--- config.mk ---
export PLATFORM = sky130hd
export DESIGN_NAME = glbTop
export DESIGN_NICKNAME = d
export VERILOG_FILES = /design/src/design/glbPkg.sv /design/src/design/bankSlice.sv /design/src/design/glbTop.sv /design/src/design/portWindow.sv /design/src/design/readFrontEnd.sv /design/src/design/writeFrontEnd.sv
export SDC_FILE = /design/constraint.sdc
export NUM_CORES = 2
export LEC_CHECK = 0
export BUFFER_PORTS_ARGS = -buffer_cell sky130_fd_sc_hd__buf_4
export CORE_UTILIZATION = 63
export DETAILED_ROUTE_END_ITERATION = 8
export PLACE_DENSITY_LB_ADDON = 0.1
export SLEW_MARGIN = 30
export SYNTH_ARGS = -nofsm -noshare
export SYNTH_HDL_FRONTEND = slang
export SYNTH_SLANG_ARGS = --single-unit
export TNS_END_PERCENT = 20
--- constraint.sdc ---
create_clock -name clk -period 15.3 [get_ports clk]
set_input_delay 1.53 -clock clk [delete_from_list [all_inputs] [get_ports clk]]
set_output_delay 1.53 -clock clk [all_outputs]
set_load 0.005 [all_outputs]
--- src/design/glbPkg.sv ---
package glbPkg;

    // ============================================================
    // Word and address widths
    // ============================================================
    localparam int DATA_WIDTH = 32;
    localparam int ADDR_WIDTH = 8;

    typedef logic [DATA_WIDTH-1:0] dataT;
    typedef logic [ADDR_WIDTH-1:0] addrT;

    // ============================================================
    // Front end to bank requests
    // ============================================================

    // The bank takes its word index from the low bits of addr
    typedef struct packed {
        logic valid;
        addrT addr;
        dataT data;
    } wrReqT;

    typedef struct packed {
        logic valid;
        addrT addr;
    } rdReqT;

    // Last handshaken port address of a bank, one per direction
    typedef struct packed {
        addrT addr;
        logic touched;
    } progressT;

    // Read data hold register of a bank
    typedef enum logic {
        SLOT_EMPTY = 1'b0,
        SLOT_FULL  = 1'b1
    } rdSlotE;

endpackage

--- src/design/bankSlice.sv ---
`timescale 1ns/100ps

module bankSlice
    import glbPkg::*;
#(
    parameter int BANK_WORDS = 16,
    parameter int NUM_WRPORT = 2,
    parameter int NUM_RDPORT = 2
) (
    input  logic                             clk,
    input  logic                             rst_n,
    input  logic [NUM_WRPORT+NUM_RDPORT-1:0] bankMasks_i,
    input  wrReqT [NUM_WRPORT-1:0]           wrReq_i,
    input  rdReqT [NUM_RDPORT-1:0]           rdReq_i,
    input  logic [NUM_RDPORT-1:0]            dataReady_i,
    output logic                             wrReady_o,
    output logic                             rdReady_o,
    output logic                             rdValid_o,
    output dataT                             rdData_o,
    output progressT                         wrProgress_o,
    output progressT                         rdProgress_o
);

    localparam int WORD_W = $clog2(BANK_WORDS);
    localparam int WP_W   = (NUM_WRPORT > 1) ? $clog2(NUM_WRPORT) : 1;
    localparam int RP_W   = (NUM_RDPORT > 1) ? $clog2(NUM_RDPORT) : 1;

    dataT mem [BANK_WORDS];

    logic [WP_W-1:0] wrOwner;
    logic [WP_W-1:0] wrOwnerQ;
    logic wrOwned;
    logic wrOwnedQ;
    logic [RP_W-1:0] rdOwner;
    logic [RP_W-1:0] rdOwnerQ;
    logic rdOwned;
    logic rdOwnedQ;
    logic wrChange;
    logic rdChange;

    wrReqT wrSel;
    rdReqT rdSel;
    logic wrFire;
    logic rdFire;
    logic consumed;
    rdSlotE slotQ;
    dataT holdQ;

    // ============================================================
    // Owner selection, lowest port index wins
    // ============================================================
    always_comb begin
        wrOwner = '0;
        wrOwned = 1'b0;
        for (int p = NUM_WRPORT - 1; p >= 0; p--) begin
            if (bankMasks_i[p]) begin
                wrOwner = WP_W'(p);
                wrOwned = 1'b1;
            end
        end
        rdOwner = '0;
        rdOwned = 1'b0;
        for (int p = NUM_RDPORT - 1; p >= 0; p--) begin
            if (bankMasks_i[NUM_WRPORT+p]) begin
                rdOwner = RP_W'(p);
                rdOwned = 1'b1;
            end
        end
    end

    always_ff @(posedge clk or negedge rst_n) begin
        if (!rst_n) begin
            wrOwnerQ <= '0;
            wrOwnedQ <= 1'b0;
            rdOwnerQ <= '0;
            rdOwnedQ <= 1'b0;
        end else begin
            wrOwnerQ <= wrOwner;
            wrOwnedQ <= wrOwned;
            rdOwnerQ <= rdOwner;
            rdOwnedQ <= rdOwned;
        end
    end

    assign wrChange = (wrOwned != wrOwnedQ) || (wrOwner != wrOwnerQ);
    assign rdChange = (rdOwned != rdOwnedQ) || (rdOwner != rdOwnerQ);

    // ============================================================
    // Handshakes on the single SRAM port
    // ============================================================
    assign wrSel    = wrReq_i[wrOwner];
    assign rdSel    = rdReq_i[rdOwner];
    assign consumed = (slotQ == SLOT_FULL) && dataReady_i[rdOwnerQ];

    assign rdReady_o = rdOwnedQ && !rdChange && ((slotQ == SLOT_EMPTY) || consumed);
    assign rdFire    = rdSel.valid && rdReady_o;
    // Reads take the port first
    assign wrReady_o = wrOwnedQ && !wrChange && !rdFire;
    assign wrFire    = wrSel.valid && wrReady_o;

    always_ff @(posedge clk) begin
        if (wrFire) begin
            mem[wrSel.addr[WORD_W-1:0]] <= wrSel.data;
        end
        if (rdFire) begin
            holdQ <= mem[rdSel.addr[WORD_W-1:0]];
        end
    end

    always_ff @(posedge clk or negedge rst_n) begin
        if (!rst_n) begin
            slotQ <= SLOT_EMPTY;
        end else if (rdFire) begin
            slotQ <= SLOT_FULL;
        end else if (consumed) begin
            slotQ <= SLOT_EMPTY;
        end
    end

    assign rdValid_o = (slotQ == SLOT_FULL);
    assign rdData_o  = holdQ;

    // ============================================================
    // Progress, cleared after an owner change
    // ============================================================
    always_ff @(posedge clk or negedge rst_n) begin
        if (!rst_n) begin
            wrProgress_o <= '0;
            rdProgress_o <= '0;
        end else begin
            if (wrChange) begin
                wrProgress_o <= '0;
            end else if (wrFire) begin
                wrProgress_o <= '{addr: wrSel.addr, touched: 1'b1};
            end
            if (rdChange) begin
                rdProgress_o <= '0;
            end else if (rdFire) begin
                rdProgress_o <= '{addr: rdSel.addr, touched: 1'b1};
            end
        end
    end

    // A held word is never overwritten before the reader takes it
    slotHeld: assert property (@(posedge clk) disable iff (!rst_n)
        (slotQ == SLOT_FULL && !consumed) |=> (slotQ == SLOT_FULL && $stable(holdQ)));

endmodule

--- src/design/glbTop.sv ---
`timescale 1ns/100ps

module glbTop
    import glbPkg::*;
#(
    parameter int NUM_BANK   = 4,
    parameter int BANK_WORDS = 16,
    parameter int NUM_WRPORT = 2,
    parameter int NUM_RDPORT = 2
) (
    input  logic                                           clk,
    input  logic                                           rst_n,
    input  logic [NUM_WRPORT+NUM_RDPORT-1:0][NUM_BANK-1:0] cfgBankMask_i,
    input  logic [NUM_WRPORT+NUM_RDPORT-1:0]               cfgBypass_i,
    input  addrT [NUM_WRPORT-1:0]                          wrAddr_i,
    input  dataT [NUM_WRPORT-1:0]                          wrData_i,
    input  logic [NUM_WRPORT-1:0]                          wrValid_i,
    output logic [NUM_WRPORT-1:0]                          wrReady_o,
    output logic [NUM_WRPORT-1:0]                          wrFull_o,
    input  addrT [NUM_RDPORT-1:0]                          rdAddr_i,
    input  logic [NUM_RDPORT-1:0]                          rdAddrValid_i,
    output logic [NUM_RDPORT-1:0]                          rdAddrReady_o,
    output logic [NUM_RDPORT-1:0]                          rdEmpty_o,
    output dataT [NUM_RDPORT-1:0]                          rdData_o,
    output logic [NUM_RDPORT-1:0]                          rdDataValid_o,
    input  logic [NUM_RDPORT-1:0]                          rdDataReady_i
);

    localparam int NUM_PORT = NUM_WRPORT + NUM_RDPORT;
    localparam int BIDX_W   = $clog2(NUM_BANK);
    localparam int CNT_W    = $clog2(NUM_BANK + 1);

    // Bank side results, shared by all front ends
    logic [NUM_BANK-1:0] bankWrReady;
    logic [NUM_BANK-1:0] bankRdReady;
    logic [NUM_BANK-1:0] bankRdValid;
    dataT [NUM_BANK-1:0] bankRdData;
    progressT [NUM_BANK-1:0] bankWrProgress;
    progressT [NUM_BANK-1:0] bankRdProgress;

    // Per port, per bank request lines
    wrReqT [NUM_BANK-1:0] portWrReq [NUM_WRPORT];
    rdReqT [NUM_BANK-1:0] portRdReq [NUM_RDPORT];
    logic [NUM_BANK-1:0] portDataReady [NUM_RDPORT];

    // ============================================================
    // Write ports
    // ============================================================
    for (genvar p = 0; p < NUM_WRPORT; p++) begin : genWrPort
        logic [BIDX_W-1:0] firstBank;
        logic [CNT_W-1:0] bankCount;
        logic [ADDR_WIDTH:0] windowSize;
        logic [BIDX_W-1:0] targetBank;

        portWindow #(
            .NUM_BANK   (NUM_BANK),
            .BANK_WORDS (BANK_WORDS)
        ) uWindow (
            .bankMask_i   (cfgBankMask_i[p]),
            .addr_i       (wrAddr_i[p]),
            .firstBank_o  (firstBank),
            .bankCount_o  (bankCount),
            .windowSize_o (windowSize),
            .targetBank_o (targetBank)
        );

        writeFrontEnd #(
            .NUM_BANK (NUM_BANK)
        ) uWrFe (
            .clk              (clk),
            .rst_n            (rst_n),
            .firstBank_i      (firstBank),
            .bankCount_i      (bankCount),
            .windowSize_i     (windowSize),
            .targetBank_i     (targetBank),
            .addr_i           (wrAddr_i[p]),
            .data_i           (wrData_i[p]),
            .valid_i          (wrValid_i[p]),
            .bypass_i         (cfgBypass_i[p]),
            .bankRdProgress_i (bankRdProgress),
            .bankWrReady_i    (bankWrReady),
            .ready_o          (wrReady_o[p]),
            .full_o           (wrFull_o[p]),
            .wrReq_o          (portWrReq[p])
        );
    end

    // ============================================================
    // Read ports
    // ============================================================
    for (genvar p = 0; p < NUM_RDPORT; p++) begin : genRdPort
        logic [BIDX_W-1:0] firstBank;
        logic [CNT_W-1:0] bankCount;
        logic [ADDR_WIDTH:0] windowSize;
        logic [BIDX_W-1:0] targetBank;

        portWindow #(
            .NUM_BANK   (NUM_BANK),
            .BANK_WORDS (BANK_WORDS)
        ) uWindow (
            .bankMask_i   (cfgBankMask_i[NUM_WRPORT+p]),
            .addr_i       (rdAddr_i[p]),
            .firstBank_o  (firstBank),
            .bankCount_o  (bankCount),
            .windowSize_o (windowSize),
            .targetBank_o (targetBank)
        );

        readFrontEnd #(
            .NUM_BANK (NUM_BANK)
        ) uRdFe (
            .clk              (clk),
            .rst_n            (rst_n),
            .firstBank_i      (firstBank),
            .bankCount_i      (bankCount),
            .windowSize_i     (windowSize),
            .targetBank_i     (targetBank),
            .addr_i           (rdAddr_i[p]),
            .addrValid_i      (rdAddrValid_i[p]),
            .bypass_i         (cfgBypass_i[NUM_WRPORT+p]),
            .bankWrProgress_i (bankWrProgress),
            .bankAddrReady_i  (bankRdReady),
            .bankDataValid_i  (bankRdValid),
            .bankData_i       (bankRdData),
            .dataReady_i      (rdDataReady_i[p]),
            .addrReady_o      (rdAddrReady_o[p]),
            .empty_o          (rdEmpty_o[p]),
            .rdReq_o          (portRdReq[p]),
            .data_o           (rdData_o[p]),
            .dataValid_o      (rdDataValid_o[p]),
            .bankDataReady_o  (portDataReady[p])
        );
    end

    // ============================================================
    // Banks
    // ============================================================
    for (genvar b = 0; b < NUM_BANK; b++) begin : genBank
        logic [NUM_PORT-1:0] masks;
        wrReqT [NUM_WRPORT-1:0] wrReq;
        rdReqT [NUM_RDPORT-1:0] rdReq;
        logic [NUM_RDPORT-1:0] dataReady;

        // Gather this bank's column from every port
        for (genvar p = 0; p < NUM_PORT; p++) begin : genMask
            assign masks[p] = cfgBankMask_i[p][b];
        end
        for (genvar p = 0; p < NUM_WRPORT; p++) begin : genWr
            assign wrReq[p] = portWrReq[p][b];
        end
        for (genvar p = 0; p < NUM_RDPORT; p++) begin : genRd
            assign rdReq[p]     = portRdReq[p][b];
            assign dataReady[p] = portDataReady[p][b];
        end

        bankSlice #(
            .BANK_WORDS (BANK_WORDS),
            .NUM_WRPORT (NUM_WRPORT),
            .NUM_RDPORT (NUM_RDPORT)
        ) uBank (
            .clk          (clk),
            .rst_n        (rst_n),
            .bankMasks_i  (masks),
            .wrReq_i      (wrReq),
            .rdReq_i      (rdReq),
            .dataReady_i  (dataReady),
            .wrReady_o    (bankWrReady[b]),
            .rdReady_o    (bankRdReady[b]),
            .rdValid_o    (bankRdValid[b]),
            .rdData_o     (bankRdData[b]),
            .wrProgress_o (bankWrProgress[b]),
            .rdProgress_o (bankRdProgress[b])
        );
    end

endmodule

--- src/design/portWindow.sv ---
`timescale 1ns/100ps

module portWindow
    import glbPkg::*;
#(
    parameter int NUM_BANK   = 4,
    parameter int BANK_WORDS = 16
) (
    input  logic [NUM_BANK-1:0]            bankMask_i,
    input  addrT                           addr_i,
    output logic [$clog2(NUM_BANK)-1:0]    firstBank_o,
    output logic [$clog2(NUM_BANK+1)-1:0]  bankCount_o,
    output logic [ADDR_WIDTH:0]            windowSize_o,
    output logic [$clog2(NUM_BANK)-1:0]    targetBank_o
);

    localparam int BIDX_W = $clog2(NUM_BANK);
    localparam int CNT_W  = $clog2(NUM_BANK + 1);
    localparam int WORD_W = $clog2(BANK_WORDS);
    localparam int WIN_W  = ADDR_WIDTH + 1;

    logic [CNT_W-1:0] effCount;
    addrT bankOffset;

    // Lowest set bit and population count of the mask
    always_comb begin
        firstBank_o = '0;
        bankCount_o = '0;
        for (int i = NUM_BANK - 1; i >= 0; i--) begin
            if (bankMask_i[i]) begin
                firstBank_o = BIDX_W'(i);
            end
        end
        for (int i = 0; i < NUM_BANK; i++) begin
            bankCount_o = bankCount_o + CNT_W'(bankMask_i[i]);
        end
    end

    // Empty mask still gets a one bank window
    assign effCount     = (bankCount_o == '0) ? CNT_W'(1) : bankCount_o;
    assign windowSize_o = WIN_W'(BANK_WORDS) * WIN_W'(effCount);

    // Upper address bits select the bank inside the window
    assign bankOffset   = (addr_i >> WORD_W) % ADDR_WIDTH'(effCount);
    assign targetBank_o = firstBank_o + bankOffset[BIDX_W-1:0];

endmodule

--- src/design/readFrontEnd.sv ---
`timescale 1ns/100ps

module readFrontEnd
    import glbPkg::*;
#(
    parameter int NUM_BANK = 4
) (
    input  logic                              clk,
    input  logic                              rst_n,
    input  logic [$clog2(NUM_BANK)-1:0]       firstBank_i,
    input  logic [$clog2(NUM_BANK+1)-1:0]     bankCount_i,
    input  logic [ADDR_WIDTH:0]               windowSize_i,
    input  logic [$clog2(NUM_BANK)-1:0]       targetBank_i,
    input  addrT                              addr_i,
    input  logic                              addrValid_i,
    input  logic                              bypass_i,
    input  progressT [NUM_BANK-1:0]           bankWrProgress_i,
    input  logic [NUM_BANK-1:0]               bankAddrReady_i,
    input  logic [NUM_BANK-1:0]               bankDataValid_i,
    input  dataT [NUM_BANK-1:0]               bankData_i,
    input  logic                              dataReady_i,
    output logic                              addrReady_o,
    output logic                              empty_o,
    output rdReqT [NUM_BANK-1:0]              rdReq_o,
    output dataT                              data_o,
    output logic                              dataValid_o,
    output logic [NUM_BANK-1:0]               bankDataReady_o
);

    localparam int BIDX_W = $clog2(NUM_BANK);

    addrT maxWrAddr;
    logic anyWritten;
    logic hasBanks;
    logic inWindow;
    logic canIssue;
    logic addrFire;
    logic dataDone;
    logic [BIDX_W-1:0] scanBank;
    logic [BIDX_W-1:0] retBank;
    logic retVld;

    // ============================================================
    // Empty rule
    // ============================================================
    always_comb begin
        maxWrAddr  = '0;
        anyWritten = 1'b0;
        scanBank   = firstBank_i;
        for (int i = 0; i < NUM_BANK; i++) begin
            scanBank = firstBank_i + BIDX_W'(i);
            if (i < int'(bankCount_i) && bankWrProgress_i[scanBank].touched) begin
                anyWritten = 1'b1;
                if (bankWrProgress_i[scanBank].addr > maxWrAddr) begin
                    maxWrAddr = bankWrProgress_i[scanBank].addr;
                end
            end
        end
    end

    // Address must sit inside the window's written span
    assign inWindow = {1'b0, addr_i} < windowSize_i;
    assign empty_o  = !bypass_i && (!anyWritten || addr_i > maxWrAddr || !inWindow);
    assign hasBanks = (bankCount_i != '0);

    // New address only once the previous word leaves this port
    assign dataDone    = dataValid_o && dataReady_i;
    assign canIssue    = !retVld || dataDone;
    assign addrReady_o = hasBanks && !empty_o && canIssue && bankAddrReady_i[targetBank_i];
    assign addrFire    = addrValid_i && addrReady_o;

    always_comb begin
        for (int b = 0; b < NUM_BANK; b++) begin
            rdReq_o[b].valid = addrValid_i && hasBanks && !empty_o && canIssue &&
                               (targetBank_i == BIDX_W'(b));
            rdReq_o[b].addr  = addr_i;
            bankDataReady_o[b] = dataReady_i && retVld && (retBank == BIDX_W'(b));
        end
    end

    // ============================================================
    // Data return
    // ============================================================
    always_ff @(posedge clk or negedge rst_n) begin
        if (!rst_n) begin
            retVld  <= 1'b0;
            retBank <= '0;
        end else if (addrFire) begin
            retVld  <= 1'b1;
            retBank <= targetBank_i;
        end else if (dataDone) begin
            retVld  <= 1'b0;
        end
    end

    assign dataValid_o = retVld && bankDataValid_i[retBank];
    assign data_o      = bankData_i[retBank];

    // Returned word holds through back-pressure
    dataHeld: assert property (@(posedge clk) disable iff (!rst_n)
        (dataValid_o && !dataReady_i) |=> (dataValid_o && $stable(data_o)));

endmodule

--- src/design/writeFrontEnd.sv ---
`timescale 1ns/100ps

module writeFrontEnd
    import glbPkg::*;
#(
    parameter int NUM_BANK = 4
) (
    input  logic                              clk,
    input  logic                              rst_n,
    input  logic [$clog2(NUM_BANK)-1:0]       firstBank_i,
    input  logic [$clog2(NUM_BANK+1)-1:0]     bankCount_i,
    input  logic [ADDR_WIDTH:0]               windowSize_i,
    input  logic [$clog2(NUM_BANK)-1:0]       targetBank_i,
    input  addrT                              addr_i,
    input  dataT                              data_i,
    input  logic                              valid_i,
    input  logic                              bypass_i,
    input  progressT [NUM_BANK-1:0]           bankRdProgress_i,
    input  logic [NUM_BANK-1:0]               bankWrReady_i,
    output logic                              ready_o,
    output logic                              full_o,
    output wrReqT [NUM_BANK-1:0]              wrReq_o
);

    localparam int BIDX_W = $clog2(NUM_BANK);
    localparam int WIN_W  = ADDR_WIDTH + 1;

    addrT maxRdAddr;
    addrT wrDist;
    logic anyRead;
    logic hasBanks;
    logic [BIDX_W-1:0] scanBank;
    logic [WIN_W-1:0] fullLevel;
    logic [NUM_BANK-1:0] reqValid;

    // Highest read address over the banks of this window
    always_comb begin
        maxRdAddr = '0;
        anyRead   = 1'b0;
        scanBank  = firstBank_i;
        for (int i = 0; i < NUM_BANK; i++) begin
            scanBank = firstBank_i + BIDX_W'(i);
            if (i < int'(bankCount_i) && bankRdProgress_i[scanBank].touched) begin
                anyRead = 1'b1;
                if (bankRdProgress_i[scanBank].addr > maxRdAddr) begin
                    maxRdAddr = bankRdProgress_i[scanBank].addr;
                end
            end
        end
    end

    // One extra word of room once the reader has consumed something
    assign wrDist    = addr_i - maxRdAddr;
    assign fullLevel = anyRead ? windowSize_i + WIN_W'(1) : windowSize_i;
    assign full_o    = !bypass_i && ({1'b0, wrDist} >= fullLevel);
    assign hasBanks  = (bankCount_i != '0);
    assign ready_o   = hasBanks && !full_o && bankWrReady_i[targetBank_i];

    always_comb begin
        for (int b = 0; b < NUM_BANK; b++) begin
            reqValid[b] = valid_i && hasBanks && !full_o && (targetBank_i == BIDX_W'(b));
            wrReq_o[b]  = '{valid: reqValid[b], addr: addr_i, data: data_i};
        end
    end

    // At most one bank sees this port's write in any cycle
    wrReqOneHot: assert property (@(posedge clk) disable iff (!rst_n) $onehot0(reqValid));

endmodule

==> impl_metrics.tcl <==
set metrics [dict create \
    status "complete, no violations" \
    arrival_ps 12900 \
    avgSynthCellArea_um2 16.4 \
    cellLeakagePower_nw 38.8 \
    dp_hpwl_mm 187 \
    gp_congestion 0.982 \
    grt_max_degree 129 \
    setup_viol 0 \
    critPathCaptureType "primary output" \
    ant_nets 0 \
    slew_violations 0 \
    hold_buffers 0 \
    clk_path_buf_depth 3 \
    ys_warn_count 0 \
    htree_levels 4 \
    numCtsBuffers 215 \
    vdd_drop_max_uv 159 \
    post-route-period-util_pct 94.3 \
    synthArstFlopShare_pct 4.31 \
    yosysUniqueCellTypes 110 \
    cts_root_buffer "clkbuf_16" \
    holdCritStartpoint "genBank[0].uBank.rdValid_o$_DFFE_PN0P_" \
    reg2reg_from "genBank[3].uBank.rdProgress_o[0]$_DFFE_PN0P_" \
    path_common_cell "ha_1" \
    tns_ps 0 \
    grt_pass1_vias 60600 \
    cp.required_ps 13770 \
    io_pins 198 \
    port_buffers 197 \
    finClkSkew_ps 51.4 \
    synth_cells 6304 \
    initial_utilization_pct 63.6 \
    routed_wl_mm 287 \
    drive_gt1_share_pct 24.4 \
    rrSetupSlack_ps 3300 \
    seq_area_frac_synth_pct 65.4 \
    hold_depth 1 \
    rsz0062_at_grt "no" \
    path_clk_slew_ps 50 \
    fin_cells 8927 \
    fillCellCount 10200 \
    wire_per_inst_um 32.2 \
    dieArea_um2 166000 \
    clock_latency_ps 870 \
    antenna_found_initial 12 \
    min_path_type "reg2reg" \
    whs_ps 560 \
    fp.dieH_um 408 \
    core_um2 163000 \
    slowest_delay_ps 420 \
    ys_ff_latch 2274 \
    grt_overflow 0 \
    fmax_ghz 0.0693 \
    via_count 61700 \
    layout.nets 6927 \
    crit_fanout 18 \
    rr_worst_depth 50 \
    dieWidth_um 408 \
    grt_pass1_wl_mm 415 \
    drt_iter0_markers 7743 \
    power_density_nw_per_um2 141 \
    clock_sinks 2274 \
    grt.total_usage_pct 34.8 \
    vias_per_cell 6.91 \
    synthFlopType "edfxtp_1" \
    period_minus_slack_ps 14430 \
    max_slew_margin_pct 29.5 \
    worstHoldEndpoint "genBank[0].uBank.rdValid_o$_DFFE_PN0P_" \
    syn_to_final_growth_pct 11.6 \
    slowest_stage "a211oi_1" \
    start_kind "input port" \
    rows 148 \
    worstSetupPathType "in2out" \
    cts_tree "done" \
    place_inst 8514 \
    worst_pin_slew_ps 1050 \
    hold_viol 0 \
    cap_violations 0 \
    syn_area_um2 104000 \
    drc 0 \
    synth_edf_count 2176 \
    drt_pre_antenna_iters 7 \
    reg2reg_to "genBank[1].uBank.mem[8][7]$_DFFE_PP_" \
]
[worst max path at each step]
stage,end,startpoint,slack [ps],cells past startpoint
5_1_grt,wrReady_o[0],cfgBankMask_i[12],20,55
6_report,wrReady_o[0],cfgBankMask_i[12],870,54
3_5_place_dp,wrReady_o[0],cfgBankMask_i[12],350,54
2_1_floorplan,genBank[2].uBank.mem[12][0]$_DFFE_PP_,cfgBankMask_i[5],160,49
3_3_place_gp,wrReady_o[1],cfgBankMask_i[12],610,54
4_1_cts,wrReady_o[0],cfgBankMask_i[12],340,54
[routing by layer]
layer | track usage [%] | vias to the layer above | share of wire, %
met4 | 15.8 | 8 | 5.2
met3 | 8.45 | 610 | 11
li1 | - | 25800 | -
met1 | 45.6 | 31400 | 35
met5 | 0 | - | 0.018
met2 | 55.6 | 3833 | 48
[state kept, by name, indices dropped and copies added, names as in the netlist]
register,count
genBank.uBank.mem,2048
genBank.uBank.rdData_o,128
genBank.uBank.rdProgress_o,36
genBank.uBank.wrProgress_o,36
genBank.uBank.rdOwnedQ,4
genBank.uBank.rdOwnerQ,4
genBank.uBank.rdValid_o,4
genBank.uBank.wrOwnedQ,4
genBank.uBank.wrOwnerQ,4
genRdPort.uRdFe.retBank,4
genRdPort.uRdFe.retVld,2
[Yosys cell counts (16+ instances only)]
cell type / n / area [um2]
a211oi_1: 189 / 1420
a21o_1: 34 / 255
a21oi_1: 194 / 971
a31oi_1: 188 / 1180
and2_1: 178 / 1110
and3_1: 16 / 100
buf_1: 78 / 293
clkbuf_1: 254 / 953
dfrtp_1: 98 / 2450
edfxtp_1: 2176 / 65300
ha_1: 234 / 2930
inv_1: 149 / 559
mux2_2: 150 / 1690
mux2i_1: 203 / 2030
mux4_2: 625 / 14100
nand2_1: 581 / 2180
nand2b_1: 31 / 194
nand3_1: 59 / 295
nand4_1: 20 / 125
nor2_1: 196 / 736
nor2b_1: 35 / 219
nor3_1: 111 / 556
o21a_1: 47 / 353
o21ai_0: 124 / 621
xnor2_1: 29 / 254
xor2_1: 17 / 149
[cells by family (layout without fill, tap and decap cells)]
group | Yosys count | count (layout) | share of synthesized area, %
DFF | 2274 | 2274 | 65.4
and+or+nand+nor | 1321 | 1321 | 6.02
muxes | 981 | 981 | 17.2
AOI/OAI and AO/OA | 930 | 930 | 6.03
buffers and inverters | 506 | 931 | 1.90
adders and majority gates | 244 | 244 | 3.02
xor gates and xnor gates | 47 | 47 | 0.404
other | 1 | 24 | 0.00362
[power breakdown]
group | switching [W] | leakage [nW] | internal [W]
logic | 0.00237 | 14.5 | 0.00159
registers | 0.000110 | 20.9 | 0.00698
clock network | 0.00231 | 3.37 | 0.00292
[worst max-delay path: cells and delay by family]
family	cells	cell delay [ps]
fa+ha+maj	9	2790
compound gates	16	3240
simple gates	20	3520
xor+xnor	1	240
buf+inv	5	630
mux	3	920
[metrics by stage]
step,area (um2),utilization [%],setup WS [ps],total power (W)
finish,116000,71.0,867,0.0163
global route,116000,71.0,17.6,0.0169
CTS,116000,70.9,343,0.0162
detailed placement,109000,66.7,352,0.0111
global placement,109000,66.7,614,0.0110
floorplan,104000,-,159,0.00985
[area by class of cell]
cell class	instances	area, um2	share of cell area (%)
diodes	9	22.5	0.0195
clock inverters	141	1260	1.09
inverters	155	584	0.505
flip-flops and latches	2274	67800	58.6
multi-input cells	3538	34700	30.0
repair buffers	375	2990	2.59
well taps	2175	2720	2.35
clock buffers	260	5660	4.89
[repair_timing]
item,CTS,global route
setup endpoints to repair,0,3
buffers inserted,0,3
resized for setup,0,5
[layout by cell type (no fill, tap or decap), drive strengths merged, types with 34 or more instances in the layout]
| cell | netlist | layout |
|---|---|---|
| clkinv | 3 | 110 |
| nor2b | 35 | 35 |
| a21oi | 195 | 195 |
| o21ai | 130 | 130 |
| a31oi | 190 | 190 |
| and2 | 188 | 188 |
| mux2 | 152 | 152 |
| nand2 | 581 | 581 |
| clkbuf | 254 | 260 |
| edfxtp | 2176 | 2176 |
| dfrtp | 98 | 98 |
| a211oi | 192 | 192 |
| inv | 152 | 161 |
| o21a | 47 | 47 |
| a21o | 34 | 34 |
| nor3 | 113 | 113 |
| mux2i | 204 | 204 |
| ha | 234 | 234 |
| nand3 | 60 | 60 |
| buf | 97 | 375 |
| mux4 | 625 | 625 |
| nor2 | 196 | 196 |
Note: power is estimated with default switching activity, not from simulation.
